[config.mk]
export PLATFORM = sky130hd
export DESIGN_NAME = redmule_z_buffer
export DESIGN_NICKNAME = d
export VERILOG_FILES = /design/src/redmule_pkg.sv /design/src/redmule_z_buffer.sv
export SDC_FILE = /design/constraint.sdc
export NUM_CORES = 1
export LEC_CHECK = 0
export BUFFER_PORTS_ARGS = -buffer_cell sky130_fd_sc_hd__buf_2
export CORE_AREA = 2 2 252 254
export DETAILED_ROUTE_END_ITERATION = 6
export DIE_AREA = 0 0 254 256
export PLACE_DENSITY = 0.43
export SLEW_MARGIN = 30
export SYNTH_ARGS = -nofsm -noshare
export SYNTH_HDL_FRONTEND = slang
export SYNTH_SLANG_ARGS = --single-unit
[constraint.sdc]
create_clock -name clk_i -period 1.8 [get_ports clk_i]
set_clock_uncertainty 0.2 [all_clocks]
set_input_delay 0 -clock clk_i [delete_from_list [all_inputs] [get_ports clk_i]]
set_output_delay 0 -clock clk_i [all_outputs]
set_load 0.02 [all_outputs]
[src/redmule_pkg.sv]
// Array sizes, element, row and tile types, register map and scheduler states
package redmule_pkg;

  // Array geometry and arithmetic
  localparam int unsigned ARRAY_WIDTH  = 4;
  localparam int unsigned ARRAY_HEIGHT = 4;
  localparam int unsigned ELEM_W       = 16;
  localparam int unsigned STEP_W       = 8;
  localparam int unsigned ENGINE_LAT   = 2;

  // Register port
  localparam int unsigned REG_ADDR_W = 2;
  localparam int unsigned REG_DATA_W = 32;

  localparam logic [REG_ADDR_W-1:0] REG_TRIGGER = REG_ADDR_W'(0);
  localparam logic [REG_ADDR_W-1:0] REG_K_STEPS = REG_ADDR_W'(1);
  localparam logic [REG_ADDR_W-1:0] REG_STATUS  = REG_ADDR_W'(2);

  // One signed element, wraps on overflow
  typedef logic signed [ELEM_W-1:0] elem_t;

  // One column of X, one element per array row
  typedef elem_t [ARRAY_WIDTH-1:0] x_col_t;

  // One row of W, Y or Z
  typedef elem_t [ARRAY_HEIGHT-1:0] row_t;

  // Full accumulator tile, row 0 at index 0
  typedef row_t [ARRAY_WIDTH-1:0] tile_t;

  typedef logic [STEP_W-1:0] steps_t;

  typedef enum logic [2:0] {
    IDLE,
    LOAD_Y,
    BIAS,
    COMPUTE,
    DRAIN,
    CAPTURE,
    STORE
  } sched_state_e;

endpackage

[src/redmule_z_buffer.sv]
// Row buffer that loads the Y bias rows and stores the result tile row by row
`timescale 1ns/1ns

module redmule_z_buffer
  import redmule_pkg::*;
(
  input  logic  clk_i,
  input  logic  rst_n_i,
  input  logic  y_push_i,
  input  row_t  y_row_i,
  input  logic  capture_i,
  input  tile_t acc_i,
  input  logic  store_i,
  output tile_t y_bias_o,
  output row_t  z_row_o,
  output logic  last_row_o
);

  tile_t                          rows_q;
  logic [$clog2(ARRAY_WIDTH)-1:0] row_ptr_q;

  // Incoming Y rows shift down, so the first row ends at index 0
  always_ff @(posedge clk_i) begin
    if (capture_i) begin
      rows_q <= acc_i;
    end else if (y_push_i) begin
      rows_q <= {y_row_i, rows_q[ARRAY_WIDTH-1:1]};
    end
  end

  // Output row pointer, restarts with every captured tile
  always_ff @(posedge clk_i or negedge rst_n_i) begin
    if (!rst_n_i) begin
      row_ptr_q <= '0;
    end else if (capture_i) begin
      row_ptr_q <= '0;
    end else if (store_i) begin
      if (last_row_o) begin
        row_ptr_q <= '0;
      end else begin
        row_ptr_q <= row_ptr_q + 1'b1;
      end
    end
  end

  assign y_bias_o   = rows_q;
  // Current row stays put until the z FIFO accepts it
  assign z_row_o    = rows_q[row_ptr_q];
  assign last_row_o = (row_ptr_q == ARRAY_WIDTH-1);

endmodule

## Word level (Yosys, flattened, before mapping)

Cells that the tools add are included.

| word-level totals | value |
|---|---|
| flip-flop bits (word level) | 258 |
| latch bits | 0 |
| memory bits (writable) | 0 |
| bits in read-only memories | 0 |
| input port bits | 325 |
| output and inout bits | 321 |
| logic and storage cells | 29 |
| memories kept | 0 |

| cells by class | value |
|---|---|
| $add $sub $neg | 1 |
| $mul | 0 |
| div/mod/pow operators | 0 |
| $lt $le $gt $ge | 1 |
| equality and inequality tests | 1 |
| shift-type cells | 0 |
| multiplexer cells | 7 |
| bitwise logic cells | 0 |
| reduce and logical (&&, ||, !) cells | 2 |

Operators by type and width:

| operator | count |
|---|---|
| $mux W256 | 2 |
| $bmux W64 S2 | 1 |
| $mux W64 | 1 |
| $mux W2 | 3 |
| $reduce_bool A2 Y1 | 2 |
| $lt A2 B3 Y1 const B | 1 |
| $add A2 B1 Y2 const B | 1 |
| $eq A2 B2 Y1 const B | 1 |

## Longest topological paths before layout

Gate-level depths: netlist of the first run.

| logic depth | value |
|---|---|
| word-level depth | 4 |
| depth in mapped cells | 4 |
| gate-level depth less buffers | 3 |

## Least setup slack after synthesis of the first run

No wires, ideal clock.

| timing path | value |
|---|---|
| path kind | in2reg |
| from | input port capture_i |
| to | register rows_q (netlist bit y_bias_o[0]), enable pin |
| setup time | 0.511 ns |
| arrival | 3.615 ns |
| required time | 1.089 ns |
| path slack | -2.526 ns |
| cell stages on the path | 4 |
| path buffers | 3 |
| cells stage by stage | buf_2 buf_2 buf_4 or2_2 |

| on the way | value |
|---|---|
| cells in the longest elaborated chain, start to end | 1 |

RTL lines:

| element | line | text |
|---|---|---|
| start: declaration | redmule_z_buffer.sv:11 | `input logic capture_i,` |
| $reduce_bool A2 Y1 (no line) | - |  |
| end signal: assignment | redmule_z_buffer.sv:25 | `rows_q <= acc_i;` |
| end signal: assignment | redmule_z_buffer.sv:27 | `rows_q <= {y_row_i, rows_q[ARRAY_WIDTH-1:1]};` |
| end: declaration | redmule_z_buffer.sv:19 | `tile_t rows_q;` |

No other way between the ends.
A chain may end at the register's enable or synchronous reset.

==> flow_summary.ini, run 1 <==
[floorplan]
ios = 646
dieArea_um2 = 65020
fp.dieW_um = 254
die_y_um = 256
start_util = 0.1997
core-area_um2 = 62390
num_rows = 92

[clock_network]
htreeDepth = 1
cts.clk_slew.worst_paths_ns = 0.06
cts_tree = built
root_buffer = clkbuf_16
cts_buffers = 31
cts_max_path_buffers = 3
clk_latency_ns = 0.58
clkSinkCount = 258

[worst_setup_path]
path_cells = buf_16 -> mux4_2 -> buf_2
critPathRequiredTime_ns = 1.60
slowest_stage = mux4_2
crit_fanout = 23
timing.critical_path.from_type = flop
crit_type = reg -> out
cp-end-kind = primary output
max_stage_delay_ns = 0.54
arrival_ns = 2.09

[yosys]
postSynthCellCount = 628
ys_seq_area_frac = 0.6210
synth_xor_area_frac = 0
avgSynthCellArea_um2 = 19.84
yosysUniqueCellTypes = 17
ys_ff_latch = 258
yosys.area_share.simple = 0.002008
synth_area_um2 = 12460
synth_compound_area_frac = 0.0004017
synthMuxAreaShare = 0.3482
synthAdderAreaFrac = 0.001004
synth_fp_nets = 954
synth_top_family_by_area = multiplexers
ys_warn_count = 0

[sta]
holdWs_ns = 0.05765
final-setup-viol-count = 65
setup_ws_ns = -0.4852
fin_crit_ns = 2.285
post-route-period-util = 1.270
rsz0062_at_grt = true
drv_slew = 0
max_slew.worst_pin.slew_ns = 0.3976
fmax_mhz = 437.6
timing.slew.headroom = 0.7350
hold_violations = 0

[place]
gp_congestion = 0.8341
io_buffers = 645
placed_area_um2 = 17000
dpl.hpwl_um = 36740

[flow_run]
maxCapViolations = 0

[drt]
antenna_left = 0
num_vias = 10250
met1_length_um = 19280
firstDrtPassIters = 4
via_per_inst = 4.069
drc = 0
routed-wl-met3_um = 3439
drtIter0Drc = 494
route.met2.wl_um = 25860
wl_per_cell_um = 19.92
highest_layer = met5
totalWireLength_um = 50150

[worst_hold_path]
hp-class = in -> reg

[final_layout]
utilization = 0.3449
finish.instance_area_um2 = 21520
syn_to_final_growth_pct = 72.70
nNetsFinal = 1972
final_cell_mix = buf_2 (613), dlygate4sd3_1 (325), mux2_2 (256), edfxtp_1 (256), mux4_2 (64)
drive_gt1_frac = 0.6391
final_common_cell = buf_2

[power]
ir_worst_vdd_uv = 673.4
power.density_nw_per_um2 = 881.8
total_power_mw = 18.97
p_leak_nw = 8.794

[run_status]
status = complete, but fails checks
violations = setup timing

[global_route]
track_usage = 0.1469
antenna_found_initial = 6
grt_pass1_vias = 11190
grt_max_degree = 53
grt_overflow = 0
grt_pass1_wl_um = 71570
where the power goes:
group / leakage (nW) / switching [mW] / internal [mW]
clock: 0.449 / 2.53 / 3.41
combinational: 5.71 / 2.43 / 2.47
sequential: 2.63 / 0.671 / 7.46
through the flow:
| stage | cells | setup TNS (ns) | setup slack, ns |
|---|---|---|---|
| after global routing | 2516 | -34.86 | -0.5820 |
| after floorplan | 628 | -272.46 | -1.064 |
| after detailed placement | 2128 | 0 | 0.06178 |
| after global placement | 2128 | 0 | 0.07717 |
| after CTS | 2513 | -34.01 | -0.5889 |
| final | 2518 | -29.19 | -0.4852 |
final timing paths:
kind,start,to,slack [ns],depth (start not counted)
setup / recovery,row_ptr_q[0],z_row_o[48],-0.49,3
hold / removal,acc_i[115],y_bias_o[115],0.06,3
setup reg to reg,row_ptr_q[0],row_ptr_q[0],0.02,4
hold reg to reg,y_bias_o[122],y_bias_o[58],0.41,1
max in group asynchronous,rst_n_i,row_ptr_q[0],1.14,3
min in group asynchronous,rst_n_i,row_ptr_q[1],0.11,3
final cells by class:
| class | count | area, µm² |
|---|---|---|
| timing repair buffer | 1028 | 7393 |
| clock buffer | 40 | 809.5 |
| tap | 846 | 1059 |
| clock inverter | 15 | 117.6 |
| multi-input combinational | 327 | 4383 |
| antenna | 4 | 10.01 |
| fill | 6131 | 40870 |
| sequential | 258 | 7745 |
worst max-delay path, delay by kind of cell (launching register included):
family	cells	cell delay, ns
buf+inv	2	0.42
flops	1	0.51
mux	1	0.54
Yosys cell counts (all sizes together):
| master | number | area share |
|---|---|---|
| buf | 42 | 0.027 |
| mux2 | 256 | 0.23 |
| dfrtp | 2 | 0.0040 |
| edfxtp | 256 | 0.62 |
| nand2b | 1 | 0.00050 |
| mux2i | 1 | 0.00080 |
| mux4 | 64 | 0.12 |
| or2 | 1 | 0.00050 |
| ha | 1 | 0.0010 |
| clkbuf | 1 | 0.00030 |
| or3b | 1 | 0.00070 |
| a21oi | 1 | 0.00040 |
| nor2 | 1 | 0.00030 |
repair_timing:
action | 4_1_cts | 5_1_grt
pin swaps | 0 | 0
hold buffers | 325 | 0
setup buffers | 3 | 1
endpoints found under the setup margin | 64 | 66
gates resized for setup | 27 | 43
endpoints found under the hold margin | 390 | 0
cloned | 2 | 1
state kept, by name (all words and copies together) (netlist names):
signal	flops
y_bias_o	256
row_ptr_q	2
layer usage:
layer  vias up  GRT usage
met3        65    0.03336
met5         -          0
met4         2    0.04395
met1      5026     0.1668
met2       496     0.2710
li1       4657          -
cell families after synthesis:
logic type,after synthesis
fa+ha+maj,1
buf+inv,43
simple gates,4
flops,258
compound gates,1
mux,321
(Power assumes the default switching activity.)
==> run 2: changes to the inputs <==
Settings changed: BUFFER_PORTS_ARGS -buffer_cell sky130_fd_sc_hd__buf_2 to -buffer_cell sky130_fd_sc_hd__clkbuf_2.
==> flow_summary.ini, run 2 (synthesis results as in run 1) <==
[place]
post-place-ws_ns = 0.06022
place_inst = 2126
gp_congestion = 0.8237
dpl.hpwl_um = 37120
io_buffers = 645

[global_route]
busiest_layer = met2
grt_pass1_wl_um = 71570
use_met2 = 0.2665
track_usage = 0.1478
grt_util_met1 = 0.1694
met3_usage = 0.03203
grt_overflow = 0
grt_max_degree = 47
antenna_found_initial = 7
grt_pass1_vias = 11630

[power]
sw_frac_of_total = 0.2834
combPwrFrac = 0.261
p_leak_nw = 9.552
intPower_mw = 14.77
total_power_mw = 20.61
p_seq_frac = 0.395
p_switching_mw = 5.841
power.density_nw_per_um2 = 896.5
p_clk_frac = 0.343
ir_worst_vdd_uv = 505.4

[final_layout]
nFillCells = 6124
largest_reg_flops = 256
final_common_cell = clkbuf_2
final_cell_mix = clkbuf_2 (589), dlygate4sd3_1 (429), edfxtp_1 (256)
utilization = 0.3685
nNetsFinal = 2083
layout.cells.non_filler = 2631
drive_gt1_frac = 0.6062
syn_to_final_growth_pct = 84.50

[sta]
timing.slew.headroom = 0.7180
post-route-period-util = 1.249
final-setup-viol-count = 64
rsz0062_at_grt = true
setup_ws_ns = -0.4475
finalSetupTns_ns = -24.46
drv_slew = 0
fmax_mhz = 444.9
max_slew.worst_pin.slew_ns = 0.4230
hold_violations = 0
fin_crit_ns = 2.247

[clock_network]
htreeDepth = 2
root_buffer = clkbuf_16
cts_tree = built
cts_max_path_buffers = 3
cts.clk_slew.worst_paths_ns = 0.06
clk_latency_ns = 0.52
cts_buffers = 35
clkSinkCount = 258

[floorplan]
die_y_um = 256
dieArea_um2 = 65020
ios = 646
core-area_um2 = 62390
fp.dieW_um = 254
num_rows = 92
start_util = 0.1997

[worst_setup_path]
regToRegEndpoint = y_bias_o[146]
crit_type = reg -> out
arrival_ns = 2.05
cp-end-kind = primary output
r2r_cells = 2
critPathRequiredTime_ns = 1.60
crit_fanout = 5
r2r_setup_slack_ns = 0.01
rr_startpoint = y_bias_o[210]
timing.critical_path.from_type = flop

[run_status]
status = complete, but fails checks
violations = setup timing

[drt]
totalWireLength_um = 51010
antenna_left = 0
drc = 0
via_per_inst = 4.067
drtIter0Drc = 364
firstDrtPassIters = 6
num_vias = 10700
wl_per_cell_um = 19.39

[worst_hold_path]
holdPathStages = 3
hp-class = in -> reg
min_to = y_bias_o[65]
worstHoldStart = capture_i

[flow_run]
maxCapViolations = 0
-- run 2: changes by cell type in the layout (fill, tap and decap cells not counted), moves of 3 or more --
cell	before	now
buf_6	31	37
clkbuf_1	9	5
buf_2	613	19
buf_4	38	32
buf_16	3	6
buf_12	15	19
dlygate4sd3_1	325	429
bufinv_16	2	5
clkbuf_2	0	589
clkbuf_16	32	38
-- run 2: power by group through the flow --
stage | Combinational (mW) | Sequential (mW) | Clock [mW]
after floorplan | 1.70 | 8.77 | 0
after global placement | 4.08 | 8.30 | 0
after detailed placement | 4.10 | 8.28 | 0
after CTS | 5.18 | 8.17 | 7.34
after global routing | 5.69 | 8.22 | 7.54
final | 5.39 | 8.15 | 7.07
-- run 2: per-stage QoR --
| step | cell area, µm² | hold slack, ns |
|---|---|---|
| after global routing | 22990 | 0.03671 |
| after floorplan | 12480 | -0.4956 |
| final | 22990 | 0.01920 |
| after CTS | 22670 | 0.0008246 |
| after detailed placement | 17030 | -0.4079 |
| after global placement | 17030 | -0.4100 |
-- run 2: critical path, stage by stage (launching register included) --
cell and delay (ns):
dfrtp_4 0.50, buf_12 0.16, buf_12 0.13, clkbuf_16 0.16
mux4_2 0.43, buf_6 0.15
-- run 2: what timing repair did --
item	in CTS	in global routing
setup endpoints to repair	64	177
hold endpoints to repair	302	2
cloned	3	2
gates resized for setup	11	130
setup buffers	5	1
hold buffers	429	1
-- run 2: how the worst max path moves through the flow --
| stage | startpoint | end |
|---|---|---|
| 5_1_grt | row_ptr_q[0] | z_row_o[63] |
| 3_5_place_dp | row_ptr_q[0] | z_row_o[16] |
| 4_1_cts | row_ptr_q[0] | z_row_o[0] |
| 6_report | row_ptr_q[0] | z_row_o[37] |
| 2_1_floorplan | capture_i | y_bias_o[0] |
| 3_3_place_gp | row_ptr_q[0] | z_row_o[11] |
-- run 2: metal layers --
layer / vias to the layer above / routed length [µm]
li1: 4881 / -
met1: 5285 / 19930
met2: 459 / 26090
met3: 75 / 3351
met4: 0 / 1631
met5: - / 0
-- run 2: cell type report --
cell class | instances | area, µm² | area share
clock inverters | 18 | 212.7 | 0.009253
diodes | 5 | 12.51 | 0.0005443
repair buffers | 1135 | 8610 | 0.3745
multi-input cells | 327 | 4405 | 0.1916
well taps | 846 | 1059 | 0.04605
flip-flops and latches | 258 | 7745 | 0.3369
clock buffers | 42 | 944.7 | 0.04109
==> run 3: changes to the inputs <==
Settings changed: BUFFER_PORTS_ARGS -buffer_cell sky130_fd_sc_hd__clkbuf_2 to default, CORE_AREA 2 2 252 254 to 2 2 249 251, DIE_AREA 0 0 254 256 to 0 0 251 253, DONT_BUFFER_PORTS from default to 1, PLACE_DENSITY 0.43 to 0.34.
==> flow_summary.ini, run 3 <==
[run_status]
status = did not finish
lastStage = 4_1_cts
error = [ERROR RSZ-0060] Max buffer count reached.

[yosys]
postSynthCellCount = 628
yosys.area_share.simple = 0.002008
synthAdderAreaFrac = 0.001004
yosysUniqueCellTypes = 17
synth.top_cells.by_area = edfxtp_1 (62%), mux2_2 (23%), mux4_2 (11%)
synth_top_family_by_area = multiplexers
yosys.area.top_type_share = 0.6170
synth_area_um2 = 12460
synth_compound_area_frac = 0.0004017
ys_ff_latch = 258
synth_edf_count = 256
synth_fp_nets = 954
synthMuxAreaShare = 0.3482
yosys-top-cells-count = edfxtp_1 (256), mux2_2 (256), mux4_2 (63)
ys_seq_area_frac = 0.6210
synth_xor_area_frac = 0
synthArstFlopShare = 0.007752
avgSynthCellArea_um2 = 19.84
ys_warn_count = 0
synth_top_area_cell = edfxtp_1
synth_top_flop_cell = edfxtp_1

[floorplan]
die_y_um = 253
ios = 646
num_rows = 91
start_util = 0.2042
fp.dieW_um = 251

[clock_network]
cts_buffers = 31
cts_max_path_buffers = 3
clkSinkCount = 258
cts_resized = 8
post_cts_buffers = 6
root_buffer = clkbuf_16
htreeDepth = 1
cts_hold_buf = 294

[place]
post-place-ws_ns = 0.1207
gp_congestion = 0.8187
io_buffers = 0
dpl.hpwl_um = 27310
run 3: cell counts after synthesis:
Identical to the previous run, type by type.
run 3: cell families after synthesis:
logic type,Yosys count
mux,321
flops,258
buf+inv,43
simple gates,4
compound gates,1
fa+ha+maj,1
run 3: stage by stage:
stage,instances,util,instance area (µm²)
3_5_place_dp,1398,0.2190,13360
2_1_floorplan,628,-,12480
3_3_place_gp,1398,0.2190,13360
==> run 4: changes to the inputs <==
Settings changed: CORE_AREA 2 2 249 251 to 2 2 248 250, DIE_AREA 0 0 251 253 to 0 0 250 252, PLACE_DENSITY 0.34 to default, PLACE_DENSITY_LB_ADDON from default to 0.15.
==> flow_summary.ini, run 4 <==
[yosys]
synth_area_um2 = 12460
synth_top_area_cell = edfxtp_1
postSynthCellCount = 628
synth_top_flop_cell = edfxtp_1
yosys.area.top_type_share = 0.6170
synth_xor_area_frac = 0
ys_seq_area_frac = 0.6210
avgSynthCellArea_um2 = 19.84
synth_edf_count = 256
ys_warn_count = 0
yosys.area_share.simple = 0.002008
synthMuxAreaShare = 0.3482
synth_top_family_by_area = multiplexers
ys_ff_latch = 258
synthAdderAreaFrac = 0.001004
synth_fp_nets = 954
synth.top_cells.by_area = edfxtp_1 (62%), mux2_2 (23%), mux4_2 (11%)
yosysUniqueCellTypes = 17
synthArstFlopShare = 0.007752
yosys-top-cells-count = edfxtp_1 (256), mux2_2 (256), mux4_2 (63)
synth_compound_area_frac = 0.0004017

[floorplan]
start_util = 0.2072
fp.dieW_um = 250
ios = 646
num_rows = 90
die_y_um = 252

[place]
io_buffers = 0
gp_congestion = 0.8236
dpl.hpwl_um = 28730

[clock_network]
cts_max_path_buffers = 3
htreeDepth = 2
clkSinkCount = 258
cts_buffers = 34
cts_hold_buf = 293
post_cts_buffers = 10
root_buffer = clkbuf_16
cts_resized = 7

[run_status]
lastStage = 4_1_cts
error = [ERROR RSZ-0060] Max buffer count reached.
status = did not finish
## run 4: cell counts after synthesis
Identical to the previous run, type by type.
## run 4: metrics by stage
stage | setup WS (ns) | instance area, µm² | hold slack (ns) | std cells | setup TNS [ns]
floorplan | -1.064 | 12480 | -0.4956 | 628 | -272.46
global placement | 0.07706 | 13370 | -0.4952 | 1386 | 0
detailed placement | 0.06876 | 13370 | -0.4951 | 1386 | 0
## run 4: logic make-up after synthesis
| kind of cell | count (synthesis) |
|---|---|
| AO/OA/AOI/OAI | 1 |
| adder cells (fa/ha/maj) | 1 |
| buffers and inverters | 43 |
| flip-flops | 258 |
| multiplexers | 321 |
| AND/OR/NAND/NOR | 4 |
