## src/redmule_pkg.sv

```systemverilog
// Array sizes, element, row and tile types, register map and scheduler states
package redmule_pkg;

  // Array geometry and arithmetic
  localparam int unsigned ARRAY_WIDTH  = 4;
  localparam int unsigned ARRAY_HEIGHT = 4;
  localparam int unsigned ELEM_W       = 16;
  localparam int unsigned STEP_W       = 8;
  localparam int unsigned ENGINE_LAT   = 2;

  // Register port
  localparam int unsigned REG_ADDR_W = 2;
  localparam int unsigned REG_DATA_W = 32;

  localparam logic [REG_ADDR_W-1:0] REG_TRIGGER = REG_ADDR_W'(0);
  localparam logic [REG_ADDR_W-1:0] REG_K_STEPS = REG_ADDR_W'(1);
  localparam logic [REG_ADDR_W-1:0] REG_STATUS  = REG_ADDR_W'(2);

  // One signed element, wraps on overflow
  typedef logic signed [ELEM_W-1:0] elem_t;

  // One column of X, one element per array row
  typedef elem_t [ARRAY_WIDTH-1:0] x_col_t;

  // One row of W, Y or Z
  typedef elem_t [ARRAY_HEIGHT-1:0] row_t;

  // Full accumulator tile, row 0 at index 0
  typedef row_t [ARRAY_WIDTH-1:0] tile_t;

  typedef logic [STEP_W-1:0] steps_t;

  typedef enum logic [2:0] {
    IDLE,
    LOAD_Y,
    BIAS,
    COMPUTE,
    DRAIN,
    CAPTURE,
    STORE
  } sched_state_e;

endpackage

```

## src/redmule_sched_if.sv

```systemverilog
// Controller to scheduler handshake with controller and scheduler modports
`timescale 1ns/1ns

interface redmule_sched_if import redmule_pkg::*; ();

  // One-cycle job start from the register file
  logic   start;
  steps_t k_steps;
  // One-cycle pulse when the last Z row is accepted
  logic   done;

  modport controller (
    output start,
    output k_steps,
    input  done
  );

  modport scheduler (
    input  start,
    input  k_steps,
    output done
  );

endinterface

```

## src/redmule_scheduler.sv

```systemverilog
// Job phase FSM with step, row and drain counters driving FIFO, engine and buffer strobes
`timescale 1ns/1ns

module redmule_scheduler
  import redmule_pkg::*;
(
  input  logic                      clk_i,
  input  logic                      rst_n_i,
  redmule_sched_if.scheduler        sched,
  input  logic                      x_valid_i,
  input  logic                      w_valid_i,
  input  logic                      y_valid_i,
  input  logic                      z_ready_i,
  input  logic                      last_row_i,
  output logic                      x_pop_o,
  output logic                      w_pop_o,
  output logic                      y_pop_o,
  output logic                      y_push_o,
  output logic                      bias_load_o,
  output logic                      step_valid_o,
  output logic                      capture_o,
  output logic                      z_store_o,
  output logic                      z_push_o
);

  sched_state_e                   state_q;
  steps_t                         step_cnt_q;
  logic [$clog2(ARRAY_WIDTH)-1:0] row_cnt_q;
  logic [$clog2(ENGINE_LAT)-1:0]  drain_cnt_q;
  logic                           step_fire;

  // A step needs one X column and one W row at the same time
  assign step_fire = (state_q == COMPUTE) && x_valid_i && w_valid_i;

  always_comb begin
    y_pop_o      = (state_q == LOAD_Y) && y_valid_i;
    y_push_o     = y_pop_o;
    bias_load_o  = (state_q == BIAS);
    x_pop_o      = step_fire;
    w_pop_o      = step_fire;
    step_valid_o = step_fire;
    capture_o    = (state_q == CAPTURE);
    z_push_o     = (state_q == STORE);
    z_store_o    = z_push_o && z_ready_i;
  end

  assign sched.done = z_store_o && last_row_i;

  always_ff @(posedge clk_i or negedge rst_n_i) begin
    if (!rst_n_i) begin
      state_q     <= IDLE;
      step_cnt_q  <= '0;
      row_cnt_q   <= '0;
      drain_cnt_q <= '0;
    end else begin
      case (state_q)
        IDLE: begin
          if (sched.start) begin
            // K is latched here, later register writes do not affect the job
            step_cnt_q <= sched.k_steps;
            row_cnt_q  <= '0;
            state_q    <= LOAD_Y;
          end
        end
        LOAD_Y: begin
          if (y_valid_i) begin
            row_cnt_q <= row_cnt_q + 1'b1;
            if (row_cnt_q == ARRAY_WIDTH-1) state_q <= BIAS;
          end
        end
        // Nothing to accumulate when K is 0
        BIAS: state_q <= (step_cnt_q == '0) ? CAPTURE : COMPUTE;
        COMPUTE: begin
          if (step_fire) begin
            step_cnt_q <= step_cnt_q - 1'b1;
            if (step_cnt_q == steps_t'(1)) begin
              drain_cnt_q <= '0;
              state_q     <= DRAIN;
            end
          end
        end
        DRAIN: begin
          drain_cnt_q <= drain_cnt_q + 1'b1;
          if (drain_cnt_q == ENGINE_LAT-1) state_q <= CAPTURE;
        end
        CAPTURE: state_q <= STORE;
        STORE: begin
          if (sched.done) state_q <= IDLE;
        end
        default: state_q <= IDLE;
      endcase
    end
  end

endmodule

```

## src/flat_wrapper.sv

```systemverilog
// flat-port wrapper written by rule: the top's interface ports become plain ports
module redmule_scheduler_flat import redmule_pkg::*;
  (clk_i, rst_n_i, x_valid_i, w_valid_i, y_valid_i, z_ready_i, last_row_i, x_pop_o, w_pop_o, y_pop_o, y_push_o, bias_load_o, step_valid_o, capture_o, z_store_o, z_push_o, sched_start, sched_k_steps, sched_done);
  redmule_sched_if sched_i ();
  input  logic clk_i;
  input  logic rst_n_i;
  input  logic x_valid_i;
  input  logic w_valid_i;
  input  logic y_valid_i;
  input  logic z_ready_i;
  input  logic last_row_i;
  output logic x_pop_o;
  output logic w_pop_o;
  output logic y_pop_o;
  output logic y_push_o;
  output logic bias_load_o;
  output logic step_valid_o;
  output logic capture_o;
  output logic z_store_o;
  output logic z_push_o;
  input wire logic [$bits(sched_i.start)-1:0] sched_start;
  input wire logic [$bits(sched_i.k_steps)-1:0] sched_k_steps;
  output wire logic [$bits(sched_i.done)-1:0] sched_done;
  assign sched_i.start = sched_start;
  assign sched_i.k_steps = sched_k_steps;
  assign sched_done = sched_i.done;
  redmule_scheduler u_core (.clk_i(clk_i), .rst_n_i(rst_n_i), .sched(sched_i), .x_valid_i(x_valid_i), .w_valid_i(w_valid_i), .y_valid_i(y_valid_i), .z_ready_i(z_ready_i), .last_row_i(last_row_i), .x_pop_o(x_pop_o), .w_pop_o(w_pop_o), .y_pop_o(y_pop_o), .y_push_o(y_push_o), .bias_load_o(bias_load_o), .step_valid_o(step_valid_o), .capture_o(capture_o), .z_store_o(z_store_o), .z_push_o(z_push_o));
endmodule
```

## config.mk

```make
export PLATFORM = sky130hd
export DESIGN_NAME = redmule_scheduler_flat
export DESIGN_NICKNAME = d
export VERILOG_FILES = /design/src/redmule_pkg.sv /design/src/redmule_sched_if.sv /design/src/redmule_scheduler.sv /design/src/flat_wrapper.sv
export SDC_FILE = /design/constraint.sdc
export NUM_CORES = 1
export LEC_CHECK = 0
export BUFFER_PORTS_ARGS = -buffer_cell sky130_fd_sc_hd__buf_2
export CORE_MARGIN = 5
export CORE_UTILIZATION = 56
export CTS_CLUSTER_DIAMETER = 80
export CTS_CLUSTER_SIZE = 20
export DETAILED_ROUTE_END_ITERATION = 6
export HOLD_SLACK_MARGIN = 0.1
export PLACE_DENSITY_LB_ADDON = 0.2
export SLEW_MARGIN = 40
export SYNTH_ARGS = -nofsm -noshare
export SYNTH_HDL_FRONTEND = slang
export SYNTH_SLANG_ARGS = --single-unit
```

## constraint.sdc

```tcl
create_clock -name clk_i -period 4.15 [get_ports clk_i]
set_input_delay 0.83 -clock clk_i [delete_from_list [all_inputs] [get_ports clk_i]]
set_output_delay 0.83 -clock clk_i [all_outputs]
set_load 0.01 [all_outputs]
```

==> Yosys cells after proc, flatten, opt, wreduce, memory -nomap -nowiden <==
Index checks and enable logic that the tools add are counted.
{ "word_totals": {"regBits": 14, "input_bits": 16, "elab_cells": 54} }
{ "classes": {"addsub": 3, "eq_ne": 15, "n_mux": 18, "reduce_logical": 14} }
{ "ops": {"columns": ["cell", "n"], "rows": [
  ["$mux W3", 8],
  ["$pmux W3 S7", 1],
  ["$mux W8", 2],
  ["$pmux W8 S2", 1],
  ["$ne A2 B2 Y1 const B", 5],
  ["$eq A3 B3 Y1 const B", 3],
  ["$reduce_and A3 Y1", 3],
  ["$eq A8 B1 Y1 const B", 1],
  ["$logic_not A8 Y1", 1],
  ["$sub A8 B1 Y8 const B", 1],
  ["$reduce_and A7 Y1", 1],
  ["$eq A3 B2 Y1 const B", 2],
  ["$reduce_bool A2 Y1", 3],
  ["$logic_and A1 B1 Y1", 5],
  ["$mux W2", 2],
  ["$ne A2 B1 Y1 const B", 2],
  ["$pmux W2 S2", 1],
  ["$eq A3 B1 Y1 const B", 1],
  ["$logic_not A3 Y1", 1],
  ["$add A2 B1 Y2 const B", 1],
  ["$eq A2 B2 Y1 const B", 1],
  ["$mux W1", 2],
  ["$pmux W1 S2", 1],
  ["$add A1 B1 Y1 const B", 1]
]} }

==> Logic depth before layout (Yosys ltp) <==
Gate-level depths: netlist (run 1).
{ "logic_depth": {"depth_word": 5, "depth_mapped": 6, "mapped_depth_nobuf": 6} }

==> Worst setup path after synthesis (run 1) <==
Ideal clock, no wire load.
{ "synth_path": {"path_kind": "input to output", "from": "input port w_valid_i", "to": "output port w_pop_o", "t_arrival_ns": 1.369, "required_time_ns": 3.320, "setup_slack_ns": 1.951, "path_stages": 3, "n_path_buf": 1, "cell_sequence": "nand2_1 nor2_1 buf_4"} }
{ "synth_between": {"elab_chain_len": 1} }
{ "synth_rtl": {"columns": ["element", "line_no", "text"], "rows": [
  ["start: declaration", "flat_wrapper.sv:8", "input logic w_valid_i;"],
  ["$logic_and A1 B1 Y1", "redmule_scheduler.sv:33", "assign step_fire = (state_q == COMPUTE) && x_valid_i && w_valid_i;"],
  ["end: declaration", "flat_wrapper.sv:13", "output logic w_pop_o;"]
]} }
Every way passes these cells.

==> Final worst setup path (run 1) <==
{ "layout_path": {"from": "register u_core.state_q[0]", "to": "output port w_pop_o"} }
{ "layout_between": {"elab_chain_len": 3} }
{ "layout_rtl": {"columns": ["element", "line_no", "text"], "rows": [
  ["start: declaration", "redmule_scheduler.sv:26", "sched_state_e state_q;"],
  ["start signal: assignment", "redmule_scheduler.sv:72", "BIAS: state_q <= (step_cnt_q == '0) ? CAPTURE : COMPUTE;"],
  ["$eq A3 B2 Y1", "redmule_scheduler.sv:33", null],
  ["$logic_and A1 B1 Y1 (2 in series)", "redmule_scheduler.sv:33", null]
]} }
Every way passes these cells.

==> impl_metrics.tcl, run 1 <==
set metrics [dict create \
    ys_ff_latch 14 \
    syn_inst 119 \
    cp-end-kind "primary output" \
    syn_to_final_growth_pct 13.20 \
    crit_family "simple AND/OR/NAND/NOR gates" \
    powerDensity_nw_per_um2 702.2 \
    hold_viol_final 0 \
    crit_fanout 18 \
    fmax_ghz 0.3627 \
    cp.arrival_ns 1.93 \
    startpoint "u_core.state_q[0]" \
    postCtsSetupRepairBufs 0 \
    routed-via-count 966 \
    cts.path.max_buffers 2 \
    status "finished, final reports clean" \
    syn_nets 138 \
    cts_buffers 3 \
    grt_pass1_vias 828 \
    grt-ovfl-total 0 \
    fin_tns_setup_ns 0 \
    core_area_sq_um 1745 \
    drv_cap 0 \
    synth_cell_types 44 \
    vias_per_cell 5.890 \
    firstDrtPassIters 4 \
    seq_area_frac_synth_pct 33.90 \
    ys.flop_type "dfrtp_1" \
    cts_tree "yes" \
    tightestPinTransition_ns 0.5759 \
    postSynthAreaPerCell_sq_um 8.685 \
    io_pins 26 \
    finalPower_w 0.0008214 \
    mostFrequentLayoutCell "buf_2" \
    cts.hold.buffers_added 0 \
    slowest_stage "dfrtp_1" \
    crit_chain "nand3b_1 > nor2_1 > buf_2" \
    grt_pass1_wl_um 3677 \
    cts-root-buf "clkbuf_4" \
    irDropWorstVdd_uv 381.5 \
    grt_max_degree 19 \
    clk_latency_ns 0.29 \
    gp_congestion 0.8207 \
    antenna_left 0 \
    drc 0 \
    drive_gt1_share_pct 25.90 \
    groute.usage.overall_pct 17.84 \
    routed_wl_um 2249 \
    cts_max_level 1 \
    initial_core_util_pct 59.21 \
    crit_buf_inv 1 \
    drt_iter0_markers 29 \
    n_antenna_cell 0 \
    port_buffers 25 \
    synth_area_leaders "dfrtp_1 34%, a21oi_1 4.8%, o21ai_0 3.9%" \
    nNetsFinal 159 \
    setup_viol 0 \
    cts.sinks 14 \
    synth_edf_count 0 \
    drv_slew 0 \
    cp-start-kind "flop" \
    cts.clk_slew.worst_paths_ns 0.09 \
    slowest_delay_ns 0.65 \
    fin_crit_ns 2.757 \
    cellLeakagePower_nw 0.5309 \
    ctsResizeCount 0 \
    dieArea_sq_um 2805 \
    synth_area_sq_um 1033 \
    final_cell_mix "25 x buf_2, 14 x dfrtp_1, 10 x a21oi_1" \
    wire_per_inst_um 13.71 \
    dp_hpwl_um 1754 \
    die_x_um 52.96 \
    synth_top_area_share_pct 33.90 \
    postSynth.asyncResetShare_pct 100.0 \
    reg2reg_from "u_core.state_q[0]" \
    die_y_um 52.96 \
    fin_crit_sh_pct 66.44 \
    worstSetupPathType "flop to primary output" \
    required_ns 3.32 \
    ys.warnings.count 0 \
    yosys.area.top_type "dfrtp_1" \
    row_count 15 \
    antenna_found_initial 0 \
    fin_skew_ns 0.003396 \
    rsz0062_at_grt "no" \
    relSlewSlack_pct 61.49 \
    hold_class "primary input to asynchronous set/reset pin" \
]
==> sequential cells by signal (all words and copies together), names as in the netlist <==
name / cells
u_core.state_q: 3
u_core.drain_cnt_q: 1
u_core.step_cnt_q: 8
u_core.row_cnt_q: 2
==> report_power, final <==
| part | total (W) | internal, W | switching (W) |
|---|---|---|---|
| clock | 0.000100 | 0.0000535 | 0.0000468 |
| sequential | 0.000309 | 0.000204 | 0.000105 |
| combinational | 0.000413 | 0.000193 | 0.000219 |
==> cells in the mapped netlist, types with 2 or more instances <==
master / count
a21oi_1: 10
a22o_1: 2
and3_1: 5
buf_2: 3
buf_4: 3
clkbuf_1: 2
dfrtp_1: 14
ha_1: 3
inv_1: 5
nand2_1: 9
nand3_1: 4
nand3b_1: 2
nor2_1: 9
nor3_1: 3
nor3b_1: 3
o211ai_1: 3
o21ai_0: 8
o21ai_1: 3
o22ai_1: 2
o31ai_1: 2
==> routing by layer <==
metal  track usage [%]  share of wire [%]
met1             23.47                 46
met2             28.51                 47
met3             3.099                5.4
met4             7.660                2.0
met5                 0                  0
==> per-stage QoR <==
stage               area [sq um]  setup slack, ns  instances  util, %  hold slack (ns)
floorplan                   1033            1.951        119        -           0.4758
global route                1170            1.215        164    67.03           0.4276
finish                      1170            1.393        164    67.03           0.4185
CTS                         1170            1.376        164    67.03           0.4224
global placement            1134            1.804        160    64.95           0.5075
detailed placement          1134            1.710        160    64.95           0.5169
==> cells by family after synthesis <==
group / synth area share (%)
AO/OA/AOI/OAI: 29.66
flip-flops: 33.90
multiplexers: 0.9686
AND/OR/NAND/NOR: 24.58
buffers and inverters: 7.264
adder cells (fa/ha/maj): 3.632
==> path summary, 6_finish.rpt <==
check                                  endpoint  slack [ns]  cells after the start
hold reg to reg              u_core.drain_cnt_q        0.53                      1
setup / recovery                        w_pop_o        1.39                      3
hold / removal               u_core.drain_cnt_q        0.42                      1
min in group clk_i           u_core.drain_cnt_q        0.53                      1
max in group asynchronous  u_core.step_cnt_q[1]        3.49                      1
setup reg to reg              u_core.state_q[2]        2.06                      4
==> layout make-up <==
class,count,area [sq um]
clock buffers,4,36.28
multi-input cells,91,608.1
repair buffers,25,125.1
inverters,5,18.77
fillers,156,575.6
well taps,25,31.28
flip-flops and latches,14,350.3
No activity file was read; power rests on OpenSTA's default activity.
==> inputs of run 2 (changes only) <==
--- a/config.mk
+++ b/config.mk
@@ -7,7 +7,7 @@
 export LEC_CHECK = 0
 export BUFFER_PORTS_ARGS = -buffer_cell sky130_fd_sc_hd__buf_2
 export CORE_MARGIN = 5
-export CORE_UTILIZATION = 56
+export CORE_UTILIZATION = 52
 export CTS_CLUSTER_DIAMETER = 80
 export CTS_CLUSTER_SIZE = 20
 export DETAILED_ROUTE_END_ITERATION = 6
==> constraint.sdc (replaced) <==
create_clock -name clk_i -period 2.9 [get_ports clk_i]
set_input_delay 0.58 -clock clk_i [delete_from_list [all_inputs] [get_ports clk_i]]
set_output_delay 0.58 -clock clk_i [all_outputs]
set_load 0.01 [all_outputs]
==> impl_metrics.tcl, run 2 (synthesized netlist as in run 1, its figures left out) <==
set metrics [dict create \
    grt_use_met3_pct 3.270 \
    drv_cap 0 \
    tightestPinTransition_ns 0.5601 \
    drt_iter0_markers 27 \
    wire_per_inst_um 13.88 \
    crit_fanout 18 \
    finalPower_w 0.001180 \
    largestRegisters "u_core.step_cnt_q x8, u_core.state_q x3, u_core.row_cnt_q x2" \
    cts.clk_slew.worst_paths_ns 0.09 \
    use_met2_pct 29.13 \
    grt_pass1_vias 874 \
    routed_wl_um 2318 \
    hold_class "primary input to asynchronous set/reset pin" \
    firstDrtPassIters 5 \
    fmax_ghz 0.4666 \
    gp_congestion 0.8231 \
    port_buffers 25 \
    crit_family "flip-flops" \
    antenna_left 0 \
    rsz0062_at_grt "no" \
    met1_usage_pct 24.33 \
    crit_chain "nand3b_1 > buf_4 > nor2_1 > buf_2" \
    cts-root-buf "clkbuf_4" \
    largest_reg_flops 8 \
    groute.usage.overall_pct 17.84 \
    drv_slew 0 \
    cp.arrival_ns 1.56 \
    dp_hpwl_um 1784 \
    drive_gt1_share_pct 26.43 \
    grt.busiest_layer "met2" \
    fin_tns_setup_ns 0 \
    worstSetupPathType "flop to primary output" \
    ctsResizeCount 0 \
    irDropWorstVdd_uv 473.5 \
    cts_max_level 1 \
    fin_crit_sh_pct 73.90 \
    grt-ovfl-total 0 \
    powerDensity_nw_per_um2 1000 \
    crit_buf_inv 2 \
    cts_buffers 3 \
    row_count 16 \
    drc 0 \
    cts.path.max_buffers 2 \
    relSlewSlack_pct 62.31 \
    vias_per_cell 5.599 \
    slowest_delay_ns 0.64 \
    syn_to_final_growth_pct 14.16 \
    status "finished, final reports clean" \
    slowest_stage "dfrtp_1" \
    io_pins 26 \
    initial_core_util_pct 53.78 \
    die_y_um 54.58 \
    grt_max_degree 19 \
    dieArea_sq_um 2979 \
    core_area_sq_um 1922 \
    mostFrequentLayoutCell "buf_2" \
    clk_latency_ns 0.27 \
    die_x_um 54.58 \
    cp-end-kind "primary output" \
    nNetsFinal 160 \
    regMostFlops "u_core.step_cnt_q" \
    final_cell_mix "25 x buf_2, 14 x dfrtp_1, 10 x a21oi_1" \
    fin_crit_ns 2.143 \
    setup_viol 0 \
    required_ns 2.32 \
    antenna_found_initial 0 \
    cellLeakagePower_nw 0.5353 \
    cp-start-kind "flop" \
    hold_viol_final 0 \
    n_antenna_cell 0 \
    cts_tree "yes" \
    fin_skew_ns 0.0005353 \
    routed-via-count 935 \
    cts.sinks 14 \
    postCtsSetupRepairBufs 0 \
    cts.hold.buffers_added 0 \
    grt_pass1_wl_um 3891 \
]
[run 2: layout make-up]
cell class              count  area (sq um)
well taps                  27         33.78
multi-input cells          91         608.1
clock buffers               4         36.28
repair buffers             26         132.6
inverters                   5         18.77
flip-flops and latches     14         350.3
fillers                   191         742.0
[run 2: routing by layer]
metal,part of all wire (%),wire (um),vias to the layer above
met5,0,0,-
met2,47,1078,17
met3,5.7,133,2
met4,0.52,12,0
met1,47,1094,438
li1,-,-,478
[run 2: worst register-to-register path, cell delays in order, from the launching register on]
cell and delay (ns):
dfrtp_1 0.43, inv_1 0.11, ha_1 0.21, nor3b_1 0.34
nand2_1 0.09, a221o_1 0.34, a2bb2oi_1 0.13
[run 2: path summary, 6_finish.rpt]
| path | slack (ns) | startpoint | endpoint | cells past startpoint |
|---|---|---|---|---|
| setup / recovery | 0.76 | u_core.state_q[0] | w_pop_o | 4 |
| hold / removal | 0.19 | rst_n_i | u_core.drain_cnt_q | 1 |
| setup reg to reg | 1.15 | u_core.step_cnt_q[0] | u_core.state_q[1] | 6 |
| hold reg to reg | 0.53 | u_core.drain_cnt_q | u_core.drain_cnt_q | 1 |
| max in group asynchronous | 2.48 | rst_n_i | u_core.step_cnt_q[7] | 1 |
| min in group clk_i | 0.53 | u_core.drain_cnt_q | u_core.drain_cnt_q | 1 |
[run 2: through the flow]
| stage | hold slack (ns) | utilization [%] | worst slack (ns) | instances | instance area, sq um |
|---|---|---|---|---|---|
| after global placement | 0.4960 | 59.51 | 1.104 | 163 | 1144 |
| after detailed placement | 0.4922 | 59.51 | 1.049 | 163 | 1144 |
| final | 0.1860 | 61.39 | 0.7569 | 167 | 1180 |
| after floorplan | 0.2844 | - | 0.9878 | 119 | 1033 |
| after CTS | 0.1938 | 61.39 | 0.7429 | 167 | 1180 |
| after global routing | 0.1990 | 61.39 | 0.6287 | 167 | 1180 |
[run 2: where the power goes]
group | leakage [nW] | switching, W | internal [W] | total (W)
clock | 0.0210 | 0.0000644 | 0.0000762 | 0.000141
sequential | 0.169 | 0.000152 | 0.000292 | 0.000444
combinational | 0.345 | 0.000313 | 0.000283 | 0.000596
